`src/hw/fsa_pkg.sv`:
```
package fsa_pkg;

	// image geometry
	localparam int IMG_W = 32;
	localparam int IMG_H = 16;
	localparam int X_W   = 5;
	localparam int Y_W   = 4;
	localparam int PIX_W = 8;

	// fiber thickness check
	localparam int HEIGHT_TOL  = 2;
	localparam int HEADER_HALF = 3;
	localparam int HEADER_LEN  = 2 * HEADER_HALF + 1;

	typedef logic [PIX_W-1:0] pixel_t;
	typedef logic [X_W-1:0]   col_x_t;
	typedef logic [Y_W-1:0]   row_y_t;

	// one entry per column of the table
	typedef struct packed {
		logic   occupied;
		row_y_t top;
		row_y_t bot;
	} col_extent_t;

	typedef struct packed {
		logic   rd_en;
		logic   pass_height;
		logic   pass_header;
		logic   pass_corner;
		logic   first;
		logic   last;
		col_x_t x;
	} scan_ctl_t;

	typedef struct packed {
		logic   edge_valid;
		col_x_t edge_x;
		logic   header_valid;
		col_x_t header_x;
		logic   corner_valid;
		col_x_t top_x;
		row_y_t top_y;
		col_x_t bot_x;
		row_y_t bot_y;
	} fiber_result_t;

	typedef enum logic [2:0] {
		st_idle,
		st_height,
		st_header,
		st_corner,
		st_finish
	} scan_state_t;

endpackage

```
`src/hw/fsa_column_ram.sv`:
```
`timescale 1ns/10ps

module fsa_column_ram (
	input  logic                 clk,
	input  logic                 wr_en,
	input  fsa_pkg::col_x_t      wr_x,
	input  fsa_pkg::col_extent_t wr_data,
	input  fsa_pkg::col_x_t      rd_a_x,
	output fsa_pkg::col_extent_t rd_a_data,
	input  fsa_pkg::col_x_t      rd_b_x,
	output fsa_pkg::col_extent_t rd_b_data
);

	fsa_pkg::col_extent_t mem [fsa_pkg::IMG_W];

	always_ff @(posedge clk) begin
		if (wr_en) begin
			mem[wr_x] <= wr_data;
		end
	end

	// both read ports registered, old data on collision
	always_ff @(posedge clk) begin
		rd_a_data <= mem[rd_a_x];
		rd_b_data <= mem[rd_b_x];
	end

endmodule

```
`src/hw/fsa_column_extent.sv`:
```
`timescale 1ns/10ps

module fsa_column_extent (
	input  logic                 clk,
	input  logic                 resetn,
	input  fsa_pkg::pixel_t      threshold,
	input  logic                 pix_valid,
	input  logic                 sof,
	input  fsa_pkg::pixel_t      pix,
	output logic                 wr_en,
	output fsa_pkg::col_x_t      wr_x,
	output fsa_pkg::col_extent_t wr_data,
	output fsa_pkg::col_x_t      rd_a_x,
	input  fsa_pkg::col_extent_t rd_a_data,
	output logic                 frame_done
);

	fsa_pkg::col_x_t x_cnt;
	fsa_pkg::row_y_t y_cnt;
	fsa_pkg::col_x_t cur_x;
	fsa_pkg::row_y_t cur_y;
	logic            last_col;
	logic            last_pix;

	logic            valid_d;
	logic            last_d;
	logic            bright_d;
	fsa_pkg::col_x_t x_d;
	fsa_pkg::row_y_t y_d;

	// sof forces the raster position back to the origin
	assign cur_x    = sof ? '0 : x_cnt;
	assign cur_y    = sof ? '0 : y_cnt;
	assign last_col = (cur_x == fsa_pkg::col_x_t'(fsa_pkg::IMG_W - 1));
	assign last_pix = last_col && (cur_y == fsa_pkg::row_y_t'(fsa_pkg::IMG_H - 1));

	assign rd_a_x = cur_x;

	always_ff @(posedge clk) begin
		if (!resetn) begin
			x_cnt <= '0;
			y_cnt <= '0;
		end else if (pix_valid) begin
			if (last_col) begin
				x_cnt <= '0;
				y_cnt <= last_pix ? '0 : cur_y + 1'b1;
			end else begin
				x_cnt <= cur_x + 1'b1;
				y_cnt <= cur_y;
			end
		end
	end

	always_ff @(posedge clk) begin
		if (!resetn) begin
			valid_d    <= 1'b0;
			last_d     <= 1'b0;
			frame_done <= 1'b0;
		end else begin
			valid_d    <= pix_valid;
			last_d     <= pix_valid && last_pix;
			frame_done <= last_d;
		end
	end

	always_ff @(posedge clk) begin
		bright_d <= (pix >= threshold);
		x_d      <= cur_x;
		y_d      <= cur_y;
	end

	// read-modify-write, old entry arrives with the delayed pixel
	always_comb begin
		wr_data = rd_a_data;
		if (y_d == '0) begin
			wr_data = '0;
		end
		if (bright_d) begin
			if (!wr_data.occupied) begin
				wr_data.top = y_d;
			end
			wr_data.occupied = 1'b1;
			wr_data.bot      = y_d;
		end
	end

	assign wr_en = valid_d;
	assign wr_x  = x_d;

endmodule

```
`src/hw/fsa_scan_sequencer.sv`:
```
`timescale 1ns/10ps

module fsa_scan_sequencer (
	input  logic               clk,
	input  logic               resetn,
	input  logic               frame_done,
	output fsa_pkg::col_x_t    rd_b_x,
	output fsa_pkg::scan_ctl_t scan,
	output logic               scan_done
);

	fsa_pkg::scan_state_t state;
	fsa_pkg::col_x_t      x_q;
	logic                 gap_q;
	logic                 in_pass;
	fsa_pkg::scan_ctl_t   scan_nxt;

	function automatic fsa_pkg::scan_state_t next_pass(input fsa_pkg::scan_state_t s);
		case (s)
			fsa_pkg::st_height: return fsa_pkg::st_header;
			fsa_pkg::st_header: return fsa_pkg::st_corner;
			default:            return fsa_pkg::st_finish;
		endcase
	endfunction

	assign in_pass = (state == fsa_pkg::st_height) ||
	                 (state == fsa_pkg::st_header) ||
	                 (state == fsa_pkg::st_corner);

	always_ff @(posedge clk) begin
		if (!resetn) begin
			state <= fsa_pkg::st_idle;
			x_q   <= '0;
			gap_q <= 1'b0;
		end else begin
			case (state)
				fsa_pkg::st_idle: begin
					x_q   <= '0;
					gap_q <= 1'b0;
					if (frame_done) begin
						state <= fsa_pkg::st_height;
					end
				end
				fsa_pkg::st_finish: begin
					state <= fsa_pkg::st_idle;
				end
				default: begin
					// one dead cycle closes every pass
					if (gap_q) begin
						gap_q <= 1'b0;
						state <= next_pass(state);
					end else if (x_q == fsa_pkg::col_x_t'(fsa_pkg::IMG_W - 1)) begin
						x_q   <= '0;
						gap_q <= 1'b1;
					end else begin
						x_q <= x_q + 1'b1;
					end
				end
			endcase
		end
	end

	always_comb begin
		scan_nxt             = '0;
		scan_nxt.rd_en       = in_pass && !gap_q;
		scan_nxt.pass_height = (state == fsa_pkg::st_height);
		scan_nxt.pass_header = (state == fsa_pkg::st_header);
		scan_nxt.pass_corner = (state == fsa_pkg::st_corner);
		scan_nxt.first       = scan_nxt.rd_en && (x_q == '0);
		scan_nxt.last        = scan_nxt.rd_en && (x_q == fsa_pkg::col_x_t'(fsa_pkg::IMG_W - 1));
		scan_nxt.x           = x_q;
	end

	// aligned with the table's registered read
	always_ff @(posedge clk) begin
		if (!resetn) begin
			scan <= '0;
		end else begin
			scan <= scan_nxt;
		end
	end

	assign rd_b_x    = x_q;
	assign scan_done = (state == fsa_pkg::st_finish);

endmodule

```
`src/hw/fsa_detect_edge.sv`:
```
`timescale 1ns/10ps

module fsa_detect_edge (
	input  logic                   clk,
	input  logic                   resetn,
	input  fsa_pkg::scan_ctl_t     scan,
	input  fsa_pkg::col_extent_t   col,
	input  logic                   scan_done,
	output logic                   ana_done,
	output fsa_pkg::fiber_result_t res_lft,
	output fsa_pkg::fiber_result_t res_rt
);

	localparam int WIN = fsa_pkg::HEADER_LEN;

	// one extra bit of headroom for the tolerance bounds
	typedef logic [fsa_pkg::Y_W:0] tol_h_t;

	fsa_pkg::scan_ctl_t     sc;
	fsa_pkg::col_extent_t   cl;
	logic                   done_q;

	logic                   lft_occ0;
	logic                   rt_occ31;
	tol_h_t                 lft_lo;
	tol_h_t                 lft_hi;
	tol_h_t                 rt_lo;
	tol_h_t                 rt_hi;

	fsa_pkg::row_y_t        hgt;
	tol_h_t                 hgt_ext;
	logic                   lft_run;
	logic                   lft_run_now;
	logic                   rt_prev_occ;
	logic                   rt_start;
	logic                   lft_flag;
	logic                   rt_flag;
	logic [WIN-1:0]         lft_win;
	logic [WIN-1:0]         rt_win;
	logic [WIN-1:0]         lft_win_nxt;
	logic [WIN-1:0]         rt_win_nxt;
	fsa_pkg::col_x_t        hdr_cand;

	logic                   lft_hdr_found;
	logic                   rt_hdr_found;
	fsa_pkg::col_x_t        lft_hdr_x;
	fsa_pkg::col_x_t        rt_hdr_x;

	fsa_pkg::col_x_t        lft_edge;
	fsa_pkg::col_x_t        lft_top_x;
	fsa_pkg::col_x_t        lft_bot_x;
	fsa_pkg::row_y_t        lft_top_y;
	fsa_pkg::row_y_t        lft_bot_y;
	fsa_pkg::col_x_t        rt_edge;
	fsa_pkg::col_x_t        rt_top_x;
	fsa_pkg::col_x_t        rt_bot_x;
	fsa_pkg::row_y_t        rt_top_y;
	fsa_pkg::row_y_t        rt_bot_y;

	fsa_pkg::fiber_result_t lft_res;
	fsa_pkg::fiber_result_t rt_res;

	function automatic tol_h_t tol_low(input fsa_pkg::row_y_t h);
		tol_h_t hx;
		hx = tol_h_t'(h);
		return (hx > tol_h_t'(fsa_pkg::HEIGHT_TOL)) ? hx - tol_h_t'(fsa_pkg::HEIGHT_TOL) : '0;
	endfunction

	function automatic tol_h_t tol_high(input fsa_pkg::row_y_t h);
		return tol_h_t'(h) + tol_h_t'(fsa_pkg::HEIGHT_TOL);
	endfunction

	always_ff @(posedge clk) begin
		if (!resetn) begin
			sc       <= '0;
			done_q   <= 1'b0;
			ana_done <= 1'b0;
		end else begin
			sc       <= scan;
			done_q   <= scan_done;
			ana_done <= done_q;
		end
	end

	always_ff @(posedge clk) begin
		cl <= col;
	end

	assign hgt         = cl.bot - cl.top;
	assign hgt_ext     = tol_h_t'(hgt);
	assign lft_run_now = cl.occupied && (sc.first || lft_run);
	assign rt_start    = cl.occupied && (sc.first || !rt_prev_occ);
	assign lft_flag    = lft_run_now && (hgt_ext >= lft_lo) && (hgt_ext <= lft_hi);
	assign rt_flag     = cl.occupied && (hgt_ext >= rt_lo) && (hgt_ext <= rt_hi);
	assign lft_win_nxt = sc.first ? {{(WIN-1){1'b0}}, lft_flag} : {lft_win[WIN-2:0], lft_flag};
	assign rt_win_nxt  = sc.first ? {{(WIN-1){1'b0}}, rt_flag} : {rt_win[WIN-2:0], rt_flag};
	assign hdr_cand    = sc.x - fsa_pkg::col_x_t'(fsa_pkg::HEADER_HALF);

	// height pass, border columns
	always_ff @(posedge clk) begin
		if (!resetn) begin
			lft_occ0 <= 1'b0;
			rt_occ31 <= 1'b0;
		end else if (sc.rd_en && sc.pass_height) begin
			if (sc.first) begin
				lft_occ0 <= cl.occupied;
			end
			if (sc.last) begin
				rt_occ31 <= cl.occupied;
			end
		end
	end

	always_ff @(posedge clk) begin
		if (sc.rd_en && sc.pass_height) begin
			if (sc.first) begin
				lft_lo <= tol_low(hgt);
				lft_hi <= tol_high(hgt);
			end
			if (sc.last) begin
				rt_lo <= tol_low(hgt);
				rt_hi <= tol_high(hgt);
			end
		end
	end

	always_ff @(posedge clk) begin
		if (sc.rd_en) begin
			lft_run     <= lft_run_now;
			rt_prev_occ <= cl.occupied;
		end
	end

	// header pass: left keeps the last full window, right the first of its run
	always_ff @(posedge clk) begin
		if (!resetn) begin
			lft_hdr_found <= 1'b0;
			rt_hdr_found  <= 1'b0;
		end else if (sc.rd_en && sc.pass_header) begin
			if (sc.first) begin
				lft_hdr_found <= 1'b0;
			end else if (&lft_win_nxt) begin
				lft_hdr_found <= 1'b1;
			end
			if (sc.first || !cl.occupied) begin
				rt_hdr_found <= 1'b0;
			end else if (&rt_win_nxt) begin
				rt_hdr_found <= 1'b1;
			end
		end
	end

	always_ff @(posedge clk) begin
		if (sc.rd_en && sc.pass_header) begin
			lft_win <= lft_win_nxt;
			rt_win  <= rt_win_nxt;
			if (&lft_win_nxt) begin
				lft_hdr_x <= hdr_cand;
			end
			if (&rt_win_nxt && !rt_hdr_found) begin
				rt_hdr_x <= hdr_cand;
			end
		end
	end

	// corner pass, left: header_x up to the edge, ties to larger x
	always_ff @(posedge clk) begin
		if (sc.rd_en && sc.pass_corner && lft_run_now) begin
			lft_edge <= sc.x;
			if (sc.x == lft_hdr_x) begin
				lft_top_x <= sc.x;
				lft_top_y <= cl.top;
				lft_bot_x <= sc.x;
				lft_bot_y <= cl.bot;
			end else if (sc.x > lft_hdr_x) begin
				if (cl.top <= lft_top_y) begin
					lft_top_x <= sc.x;
					lft_top_y <= cl.top;
				end
				if (cl.bot >= lft_bot_y) begin
					lft_bot_x <= sc.x;
					lft_bot_y <= cl.bot;
				end
			end
		end
	end

	// right restarts at every run start; the last run is the right fiber
	always_ff @(posedge clk) begin
		if (sc.rd_en && sc.pass_corner) begin
			if (rt_start) begin
				rt_edge  <= sc.x;
				rt_top_x <= sc.x;
				rt_top_y <= cl.top;
				rt_bot_x <= sc.x;
				rt_bot_y <= cl.bot;
			end else if (cl.occupied && sc.x <= rt_hdr_x) begin
				if (cl.top < rt_top_y) begin
					rt_top_x <= sc.x;
					rt_top_y <= cl.top;
				end
				if (cl.bot > rt_bot_y) begin
					rt_bot_x <= sc.x;
					rt_bot_y <= cl.bot;
				end
			end
		end
	end

	always_comb begin
		lft_res            = '0;
		lft_res.edge_valid = lft_occ0;
		if (lft_occ0) begin
			lft_res.edge_x = lft_edge;
		end
		if (lft_hdr_found) begin
			lft_res.header_valid = 1'b1;
			lft_res.header_x     = lft_hdr_x;
			lft_res.corner_valid = 1'b1;
			lft_res.top_x        = lft_top_x;
			lft_res.top_y        = lft_top_y;
			lft_res.bot_x        = lft_bot_x;
			lft_res.bot_y        = lft_bot_y;
		end
	end

	always_comb begin
		rt_res            = '0;
		rt_res.edge_valid = rt_occ31;
		if (rt_occ31) begin
			rt_res.edge_x = rt_edge;
		end
		if (rt_hdr_found) begin
			rt_res.header_valid = 1'b1;
			rt_res.header_x     = rt_hdr_x;
			rt_res.corner_valid = 1'b1;
			rt_res.top_x        = rt_top_x;
			rt_res.top_y        = rt_top_y;
			rt_res.bot_x        = rt_bot_x;
			rt_res.bot_y        = rt_bot_y;
		end
	end

	always_ff @(posedge clk) begin
		if (!resetn) begin
			res_lft <= '0;
			res_rt  <= '0;
		end else if (done_q) begin
			res_lft <= lft_res;
			res_rt  <= rt_res;
		end
	end

endmodule

```
`src/hw/fsa_analyzer_top.sv`:
```
`timescale 1ns/10ps

module fsa_analyzer_top (
	input  logic                   clk,
	input  logic                   resetn,
	input  fsa_pkg::pixel_t        threshold,
	input  logic                   pix_valid,
	input  logic                   sof,
	input  fsa_pkg::pixel_t        pix,
	output logic                   ana_done,
	output fsa_pkg::fiber_result_t res_lft,
	output fsa_pkg::fiber_result_t res_rt
);

	logic                 wr_en;
	fsa_pkg::col_x_t      wr_x;
	fsa_pkg::col_extent_t wr_data;
	fsa_pkg::col_x_t      rd_a_x;
	fsa_pkg::col_extent_t rd_a_data;
	fsa_pkg::col_x_t      rd_b_x;
	fsa_pkg::col_extent_t rd_b_data;
	logic                 frame_done;
	fsa_pkg::scan_ctl_t   scan;
	logic                 scan_done;

	fsa_column_extent u_extent (
		.clk        (clk),
		.resetn     (resetn),
		.threshold  (threshold),
		.pix_valid  (pix_valid),
		.sof        (sof),
		.pix        (pix),
		.wr_en      (wr_en),
		.wr_x       (wr_x),
		.wr_data    (wr_data),
		.rd_a_x     (rd_a_x),
		.rd_a_data  (rd_a_data),
		.frame_done (frame_done)
	);

	fsa_column_ram u_ram (
		.clk       (clk),
		.wr_en     (wr_en),
		.wr_x      (wr_x),
		.wr_data   (wr_data),
		.rd_a_x    (rd_a_x),
		.rd_a_data (rd_a_data),
		.rd_b_x    (rd_b_x),
		.rd_b_data (rd_b_data)
	);

	fsa_scan_sequencer u_seq (
		.clk        (clk),
		.resetn     (resetn),
		.frame_done (frame_done),
		.rd_b_x     (rd_b_x),
		.scan       (scan),
		.scan_done  (scan_done)
	);

	fsa_detect_edge u_detect (
		.clk       (clk),
		.resetn    (resetn),
		.scan      (scan),
		.col       (rd_b_data),
		.scan_done (scan_done),
		.ana_done  (ana_done),
		.res_lft   (res_lft),
		.res_rt    (res_rt)
	);

endmodule

```
`config.mk`:
```
export PLATFORM = sky130hd
export DESIGN_NAME = fsa_analyzer_top
export DESIGN_NICKNAME = d
export VERILOG_FILES = /design/src/hw/fsa_pkg.sv /design/src/hw/fsa_column_ram.sv /design/src/hw/fsa_column_extent.sv /design/src/hw/fsa_scan_sequencer.sv /design/src/hw/fsa_detect_edge.sv /design/src/hw/fsa_analyzer_top.sv
export SDC_FILE = /design/constraint.sdc
export NUM_CORES = 1
export LEC_CHECK = 0
export BUFFER_PORTS_ARGS = -buffer_cell sky130_fd_sc_hd__buf_4
export CELL_PAD_IN_SITES_DETAIL_PLACEMENT = 1
export CELL_PAD_IN_SITES_GLOBAL_PLACEMENT = 1
export CORE_UTILIZATION = 50
export CTS_CLUSTER_DIAMETER = 60
export DETAILED_ROUTE_END_ITERATION = 8
export PLACE_DENSITY_LB_ADDON = 0.1
export SYNTH_ARGS = -nofsm -noshare
export SYNTH_HDL_FRONTEND = slang
export SYNTH_HIERARCHICAL = 1
export SYNTH_SLANG_ARGS = --single-unit
```
`constraint.sdc`:
```
create_clock -name clk -period 8.4 [get_ports clk]
set_input_delay 0.42 -clock clk [delete_from_list [all_inputs] [get_ports clk]]
set_output_delay 0.42 -clock clk [all_outputs]
set_load 0.01 [all_outputs]
```
==> results.json, run 1 <==
{
  "antenna_found_initial": 0,
  "clk_latency_ps": 600,
  "post-synth-top-count-cell": "edfxtp_1",
  "n_antenna_cell": 0,
  "ios": 83,
  "dp_hpwl_um": 36300,
  "finalNetCount": 1594,
  "max_slew_margin_pct": 2.07,
  "ant_nets": 0,
  "arrival_ps": 3720,
  "worstMarginPinSlew_ps": 1460,
  "initial_core_util_pct": 50.6,
  "min_from": "sof",
  "timing.setup.tns_ps": 0,
  "synthTopCellsByArea": "edfxtp_1 (50%), mux4_2 (18%), dfxtp_1 (13%), nor2b_1 (4.0%), ha_1 (3.4%)",
  "synth_nets": 1498,
  "clockRootBuffer": "clkbuf_16",
  "syn_avg_cell_area_um2": 16.2,
  "postCtsHoldBufs": 0,
  "yosysTopAreaCell": "edfxtp_1",
  "fp.dieH_um": 216,
  "ctsResizeCount": 0,
  "synth_warnings": 6,
  "firstDrtPassIters": 5,
  "grt_max_degree": 96,
  "grt_overflow": 0,
  "drt_iter0_drc": 937,
  "core_mm2": 0.0453,
  "synth_ff_type": "edfxtp_1",
  "synth_top_area_share_pct": 49.5,
  "crit_path_max_fanout": 6,
  "max_freq_mhz": 286,
  "drv_slew": 0,
  "seq_area_mm2": 0.0143,
  "fin_crit_sh_pct": 41.6,
  "place_ws_ps": 4660,
  "worst_slack_ps": 4900,
  "num_rows": 78,
  "clkSinkCount": 524,
  "cts_tree": "done",
  "nFillCells": 4151,
  "gp_congestion": 0.794,
  "wl_um": 56700,
  "crit_path_start": "u_detect/cl[5]",
  "portBuffers": 82,
  "track_usage_pct": 24.8,
  "vias": 12900,
  "hold_viol_final": 0,
  "status": "finished clean",
  "cts_setup_buffers": 0,
  "fin_hold_ws_ps": 177,
  "synthArstFlopShare_pct": 0,
  "hp-class": "primary input to flip-flop",
  "grt_pass1_wl_um": 85900,
  "vias_per_cell": 5.97,
  "p_leak_nw": 9.61,
  "drcViolationCount": 0,
  "vdd_drop_max_v": 0.000198,
  "cap_viol_max_count": 0,
  "cts_buffers": 55,
  "ys_types": 68,
  "fin_skew_ps": 19.6,
  "required_ps": 8620,
  "area_growth_pct": 13.6,
  "synth_edf_count": 378,
  "grt_pass1_vias": 13700,
  "r2r_start": "u_detect/cl[5]",
  "synthCells": 1414,
  "end_kind": "flip-flop",
  "multi_input_area_mm2": 0.00804,
  "syn_area_mm2": 0.0229,
  "clkTransAtPathRegs_ps": 60,
  "critPathKind": "flip-flop to flip-flop",
  "cts_max_path_buffers": 3,
  "synth_seq_cells": 524,
  "yosysSeqAreaShare_pct": 62.3,
  "wl_per_cell_um": 26.3,
  "powerDensity_mw_per_mm2": 208,
  "drive_above_1_share_pct": 27.8,
  "worst_setup_path_start_kind": "flip-flop",
  "rsz0062_at_grt": "no",
  "setup-violations-final": 0,
  "yosys-top-cells-count": "edfxtp_1 (378), mux4_2 (180), nor2b_1 (147)",
  "finalCriticalPeriod_ps": 3500,
  "fp.dieW_um": 216,
  "die_area_mm2": 0.0467,
  "cts_max_level": 2
}
[final cells by class]
class	count	share of cell area, %
flip-flops and latches	524	54.8
inverters	59	0.850
repair buffers	123	3.54
well taps	600	2.88
clock inverters	25	0.941
clock buffers	77	6.10
multi-input cells	747	30.9
[placed cells by master, fill, tap and decap left out, types with 19 or more instances in the layout]
master	n
a21oi_1	77
and2_1	27
buf_4	123
clkbuf_16	55
dfxtp_1	142
edfxtp_1	378
ha_1	63
inv_1	58
mux2_2	19
mux4_2	180
nor2_1	60
nor2b_1	145
[per-stage QoR]
stage | total power, mW | instance area [µm²] | std cells | util (%)
2_1_floorplan | 2.98 | 22900 | 1414 | -
5_1_grt | 5.60 | 26100 | 2155 | 57.5
3_3_place_gp | 3.04 | 24200 | 2053 | 53.5
4_1_cts | 5.49 | 26100 | 2155 | 57.5
6_report | 5.43 | 26100 | 2155 | 57.5
3_5_place_dp | 3.05 | 24200 | 2053 | 53.5
[power breakdown]
group	switching [mW]	internal, mW	total, mW
clock network	0.995	1.44	2.44
logic	0.112	0.0883	0.201
registers	0.0198	2.77	2.79
total	1.13	4.30	5.43
[worst paths after layout]
kind	slack (ps)	cells after the start	end
worst max-delay path	4900	9	u_detect/lft_hdr_x[2]
worst min-delay path	180	2	u_extent/y_d[3]
worst min register to register	330	0	u_detect/cl[7]
worst max register to register	4900	9	u_detect/lft_hdr_x[2]
[state kept, by name (all words and copies together) (netlist names), 9 cells and up]
signal / flops
u_ram/rd_b_data: 9
u_detect/res_rt: 30
u_detect/sc: 11
u_detect/res_lft: 30
u_detect/cl: 9
u_ram/mem: 288
u_ram/rd_a_data: 9
u_seq/scan: 11
[cells by family after synthesis]
group                      share of synthesized area [%]
DFF                                                 62.3
buffers and inverters                               2.82
AOI/OAI and AO/OA                                   4.08
xor gates and xnor gates                           0.267
and+or+nand+nor                                     8.19
muxes                                               18.9
adders and majority gates                           3.53
[per-layer routing]
| layer | GRT usage, % | up-vias | part of all wire (%) |
|---|---|---|---|
| met5 | 0 | - | 0 |
| met4 | 7.91 | 0 | 2.7 |
| met3 | 3.69 | 104 | 5.3 |
| met2 | 43.2 | 395 | 52 |
| met1 | 32.0 | 6702 | 40 |
| li1 | - | 5666 | - |
[worst max-delay path, stage by stage (launching register included)]
cell and delay, ps:
dfxtp_1 430, inv_1 120, ha_1 300, a21o_1 180, a21o_1 180, xnor2_1 500, ha_1 290, a2111oi_0 70
or4_4 510, nor4_4 560
No activity file was read; power rests on OpenSTA's default activity.
==> inputs of run 2 (changes only) <==
--- a/config.mk
+++ b/config.mk
@@ -5,10 +5,11 @@
 export SDC_FILE = /design/constraint.sdc
 export NUM_CORES = 1
 export LEC_CHECK = 0
+export ABC_AREA = 1
 export BUFFER_PORTS_ARGS = -buffer_cell sky130_fd_sc_hd__buf_4
 export CELL_PAD_IN_SITES_DETAIL_PLACEMENT = 1
 export CELL_PAD_IN_SITES_GLOBAL_PLACEMENT = 1
-export CORE_UTILIZATION = 50
+export CORE_UTILIZATION = 44
 export CTS_CLUSTER_DIAMETER = 60
 export DETAILED_ROUTE_END_ITERATION = 8
 export PLACE_DENSITY_LB_ADDON = 0.1
==> constraint.sdc (replaced) <==
create_clock -name clk -period 3 [get_ports clk]
set_input_delay 0.15 -clock clk [delete_from_list [all_inputs] [get_ports clk]]
set_output_delay 0.15 -clock clk [all_outputs]
set_load 0.01 [all_outputs]
==> results.json, run 2 <==
{
  "drcViolationCount": 0,
  "synthTopCellsByArea": "edfxtp_1 (47%), nand2_1 (15%), dfxtp_1 (12%), nand3_1 (11%), ha_1 (3.2%)",
  "synth_seq_cells": 524,
  "wl_um": 77400,
  "cts_max_path_buffers": 3,
  "cts_tree": "done",
  "yosysTopAreaCell": "edfxtp_1",
  "grt_pass1_wl_um": 119000,
  "nFillCells": 6161,
  "fin_crit_sh_pct": 92.0,
  "top_register": "u_ram/mem",
  "ys_types": 38,
  "final_common_cell": "nand2_1",
  "max_freq_mhz": 362,
  "placed_area_mm2": 0.0259,
  "grt_pass1_vias": 20900,
  "grt_overflow": 0,
  "fin_hold_ws_ps": 327,
  "drv_slew": 0,
  "critPathKind": "flip-flop to flip-flop",
  "ios": 83,
  "post-synth-top-count-cell": "nand2_1",
  "synth_top_area_share_pct": 46.8,
  "firstDrtPassIters": 5,
  "required_ps": 3320,
  "area_growth_pct": 14.8,
  "fp.dieW_um": 237,
  "fp.dieH_um": 237,
  "yosys-top-cells-count": "nand2_1 (993), nand3_1 (537), edfxtp_1 (378)",
  "end_kind": "flip-flop",
  "power_mw": 19.0,
  "vias": 19700,
  "synth_ff_type": "edfxtp_1",
  "worst_setup_path_start_kind": "flip-flop",
  "clkSinkCount": 524,
  "gp_congestion": 0.872,
  "syn_area_mm2": 0.0243,
  "vias_per_cell": 5.58,
  "synth_nets": 2773,
  "synth_warnings": 6,
  "setup-violations-final": 0,
  "hp-class": "flip-flop to flip-flop",
  "status": "finished clean",
  "drive_above_1_share_pct": 11.1,
  "cts_setup_buffers": 0,
  "fin_skew_ps": 16.3,
  "largestRegisters": "u_ram/mem (288), u_detect/res_lft (30), u_detect/res_rt (30)",
  "wl_per_cell_um": 21.9,
  "grt_max_degree": 75,
  "largest_register_ff_count": 288,
  "dp_hpwl_um": 50000,
  "powerDensity_mw_per_mm2": 684,
  "crit_path_max_fanout": 5,
  "track_usage_pct": 27.6,
  "arrival_ps": 3080,
  "rsz0062_at_grt": "no",
  "timing.setup.tns_ps": 0,
  "cts_max_level": 2,
  "core_mm2": 0.0541,
  "p_leak_nw": 11.6,
  "synthArstFlopShare_pct": 0,
  "yosysSeqAreaShare_pct": 58.8,
  "place_ws_ps": 123,
  "synthCells": 2689,
  "cts_buffers": 56,
  "synth_edf_count": 378,
  "clk_latency_ps": 620,
  "portBuffers": 82,
  "vdd_drop_max_v": 0.000478,
  "n_antenna_cell": 0,
  "syn_avg_cell_area_um2": 9.02,
  "initial_core_util_pct": 44.8,
  "worst_slack_ps": 241,
  "most-common-layout-cells": "nand2_1 (993), nand3_1 (537), edfxtp_1 (378)",
  "clkTransAtPathRegs_ps": 60,
  "antenna_found_initial": 0,
  "max_slew_margin_pct": 20.0,
  "finalCriticalPeriod_ps": 2760,
  "hold_viol_final": 0,
  "die_area_mm2": 0.0561,
  "num_rows": 85,
  "design_area_mm2": 0.0279,
  "finalNetCount": 2871,
  "worstMarginPinSlew_ps": 1200,
  "clockRootBuffer": "clkbuf_16",
  "drt_iter0_drc": 1269,
  "cap_viol_max_count": 0,
  "ant_nets": 0
}
-- run 2: report_power, final --
part | internal (mW) | leakage [nW] | switching, mW | total [mW]
Clock | 4.20 | 0.944 | 2.89 | 7.09
Sequential | 8.03 | 4.71 | 0.163 | 8.19
Combinational | 1.23 | 5.92 | 2.53 | 3.76
-- run 2: critical path, cell delays in order, from the launching register on --
cell     delay [ps]
dfxtp_1         320
inv_1           110
ha_1            160
inv_1            60
fa_1            410
xnor2_2         210
inv_2           100
ha_1            300
inv_1            40
nor2_1           90
nand2_1          50
nand3_1          60
nand2_1          50
inv_1            60
nand2_1          80
nor3_1          160
buf_4           190
-- run 2: logic make-up after synthesis --
logic type / count (synthesis) / synth area share (%)
compound gates: 127 / 2.73
xor+xnor: 8 / 0.320
fa+ha+maj: 64 / 3.33
buf+inv: 316 / 6.03
flops: 524 / 58.8
simple gates: 1650 / 28.7
-- run 2: final timing paths --
path | start | end | slack, ps | cells past startpoint
worst max-delay path | u_detect/cl[0] | u_detect/lft_hdr_x[4] | 240 | 16
worst min-delay path | u_ram/rd_b_data[2] | u_detect/cl[2] | 330 | 0
worst max register to register | u_detect/cl[0] | u_detect/lft_hdr_x[4] | 240 | 16
worst min register to register | u_ram/rd_b_data[2] | u_detect/cl[2] | 330 | 0
-- run 2: through the flow --
step	cells	utilization, %
floorplan	2689	-
global placement	3418	47.8
detailed placement	3418	47.8
CTS	3531	51.4
global route	3531	51.5
finish	3531	51.5
-- run 2: cell type report --
type	instances	area [µm²]	area share, %
inverter	167	634	2.28
tap	696	871	3.13
sequential	524	14300	51.3
clock buffer	82	1710	6.13
multi-input combinational	1849	8560	30.7
timing repair buffer	189	1600	5.74
clock inverter	24	203	0.728
-- run 2: repair_timing --
item                       CTS  global route
resized for setup            0             2
hold buffers                 7             0
hold endpoints to repair    39             0
setup endpoints to repair    0            10
-- run 2: layer usage --
layer / GRT usage (%) / share of wire (%) / routed length (µm) / up-vias
met5: 0 / 0 / 0 / -
met4: 11.5 / 3.7 / 2860 / 0
met3: 3.36 / 4.8 / 3710 / 179
met2: 49.2 / 51 / 39100 / 559
met1: 33.7 / 41 / 31800 / 9790
li1: - / - / - / 9172
==> inputs of run 3 (changes only) <==
--- a/config.mk
+++ b/config.mk
@@ -9,7 +9,8 @@
 export BUFFER_PORTS_ARGS = -buffer_cell sky130_fd_sc_hd__buf_4
 export CELL_PAD_IN_SITES_DETAIL_PLACEMENT = 1
 export CELL_PAD_IN_SITES_GLOBAL_PLACEMENT = 1
-export CORE_UTILIZATION = 44
+export CORE_UTILIZATION = 45
+export CTS_BUF_LIST = sky130_fd_sc_hd__clkbuf_8
 export CTS_CLUSTER_DIAMETER = 60
 export DETAILED_ROUTE_END_ITERATION = 8
 export PLACE_DENSITY_LB_ADDON = 0.1
==> results.json, run 3 (synthesized netlist as in run 2, its figures left out) <==
{
  "vias_per_cell": 5.56,
  "grt_overflow": 0,
  "area_growth_pct": 13.8,
  "portBuffers": 82,
  "cts_max_level": 3,
  "cts_setup_buffers": 0,
  "largestRegisters": "u_ram/mem (288), u_detect/res_lft (30), u_detect/res_rt (30)",
  "hold_viol_final": 0,
  "place_ws_ps": 130,
  "status": "finished with violations",
  "grt_max_degree": 149,
  "firstDrtPassIters": 7,
  "cts_max_path_buffers": 3,
  "most-common-layout-cells": "nand2_1 (993), nand3_1 (537), edfxtp_1 (378)",
  "crit_path_max_fanout": 8,
  "drv_slew": 0,
  "worst_setup_path_start_kind": "flip-flop",
  "max_slew_margin_pct": 20.3,
  "num_rows": 84,
  "wl_um": 76800,
  "vias": 19900,
  "fp.dieH_um": 234,
  "largest_register_ff_count": 288,
  "grt_pass1_wl_um": 118000,
  "dr.max_layer_used": "met4",
  "finalCriticalPeriod_ps": 2800,
  "vdd_drop_max_v": 0.000477,
  "clockRootBuffer": "clkbuf_8",
  "drive_above_1_share_pct": 11.7,
  "wl_per_cell_um": 21.5,
  "max_freq_mhz": 357,
  "critPathKind": "flip-flop to flip-flop",
  "worst_slack_ps": 203,
  "worstMarginPinSlew_ps": 1190,
  "met2_wirelength_um": 38500,
  "violations": "design-rule violations",
  "clkSinkCount": 524,
  "cts_buffers": 92,
  "die_area_mm2": 0.0548,
  "end_kind": "flip-flop",
  "top_register": "u_ram/mem",
  "track_usage_pct": 28.6,
  "drt_iter0_drc": 1305,
  "multi_input_area_mm2": 0.00856,
  "cap_viol_max_count": 0,
  "drcViolationCount": 5,
  "clk_latency_ps": 710,
  "dp_hpwl_um": 49000,
  "rsz0062_at_grt": "no",
  "dr_wl_met3_um": 3630,
  "clkTransAtPathRegs_ps": 60,
  "powerDensity_mw_per_mm2": 652,
  "n_antenna_cell": 0,
  "required_ps": 3410,
  "seq_area_mm2": 0.0143,
  "met1Wirelength_um": 31400,
  "fin_skew_ps": 30.5,
  "p_leak_nw": 11.6,
  "setup-violations-final": 0,
  "antenna_found_initial": 0,
  "grt_pass1_vias": 21000,
  "core_mm2": 0.0529,
  "fin_crit_sh_pct": 93.2,
  "nFillCells": 6104,
  "cts_tree": "done",
  "hp-class": "primary input to flip-flop",
  "ios": 83,
  "ant_nets": 0,
  "initial_core_util_pct": 45.9,
  "power_mw": 18.0,
  "final_common_cell": "nand2_1",
  "finalNetCount": 2901,
  "timing.setup.tns_ps": 0,
  "fp.dieW_um": 234,
  "gp_congestion": 0.826,
  "arrival_ps": 3200
}
[run 3: area by class of cell]
cell class | count | area share (%)
timing repair buffer | 183 | 5.68
inverter | 167 | 2.30
tap | 688 | 3.12
multi-input combinational | 1849 | 31.0
clock buffer | 101 | 5.03
sequential | 524 | 51.7
clock inverter | 66 | 1.15
[run 3: layer usage]
metal	GRT usage, %	vias up
li1	-	9254
met1	34.6	9864
met2	50.0	556
met3	4.10	206
met4	13.0	0
met5	0	-
[run 3: critical path, stage by stage, from the launching register on]
cell and delay, ps:
dfxtp_1 320, inv_1 100, ha_1 150, inv_1 60, fa_1 690, ha_1 310
nand2_1 80, nand2_1 60, nand2_1 60, nand2_1 50, nand2_1 90, nand4_1 200
nor2_1 170, buf_4 160
[run 3: where the power goes]
part           switching [mW]  total (mW)  leakage (nW)  internal [mW]
logic                    2.51        3.69          5.89           1.18
registers               0.136        8.17          4.71           8.03
clock network            3.02        6.13          1.03           3.11
total                    5.67        18.0          11.6           12.3
[run 3: timing repair]
item / CTS / global route
gates resized for setup: 0 / 3
hold endpoints to repair: 55 / 0
hold buffers: 8 / 0
endpoints found under the setup margin: 0 / 6
[run 3: stage by stage]
stage / util (%) / hold WS [ps] / instances / area (µm²)
CTS: 52.2 / 203 / 3578 / 27600
detailed placement: 48.8 / 313 / 3403 / 25800
floorplan: - / 221 / 2689 / 24300
global route: 52.2 / 253 / 3578 / 27600
global placement: 48.8 / 311 / 3403 / 25800
finish: 52.2 / 249 / 3578 / 27600
[run 3: path summary, 6_finish.rpt]
kind              cells past startpoint  slack (ps)                   end                from
setup / recovery                     13         200  u_detect/rt_hdr_x[0]      u_detect/cl[0]
hold / removal                        3         250       u_extent/y_d[2]                 sof
setup reg to reg                     13         200  u_detect/rt_hdr_x[0]      u_detect/cl[0]
hold reg to reg                       0         330        u_detect/cl[0]  u_ram/rd_b_data[0]
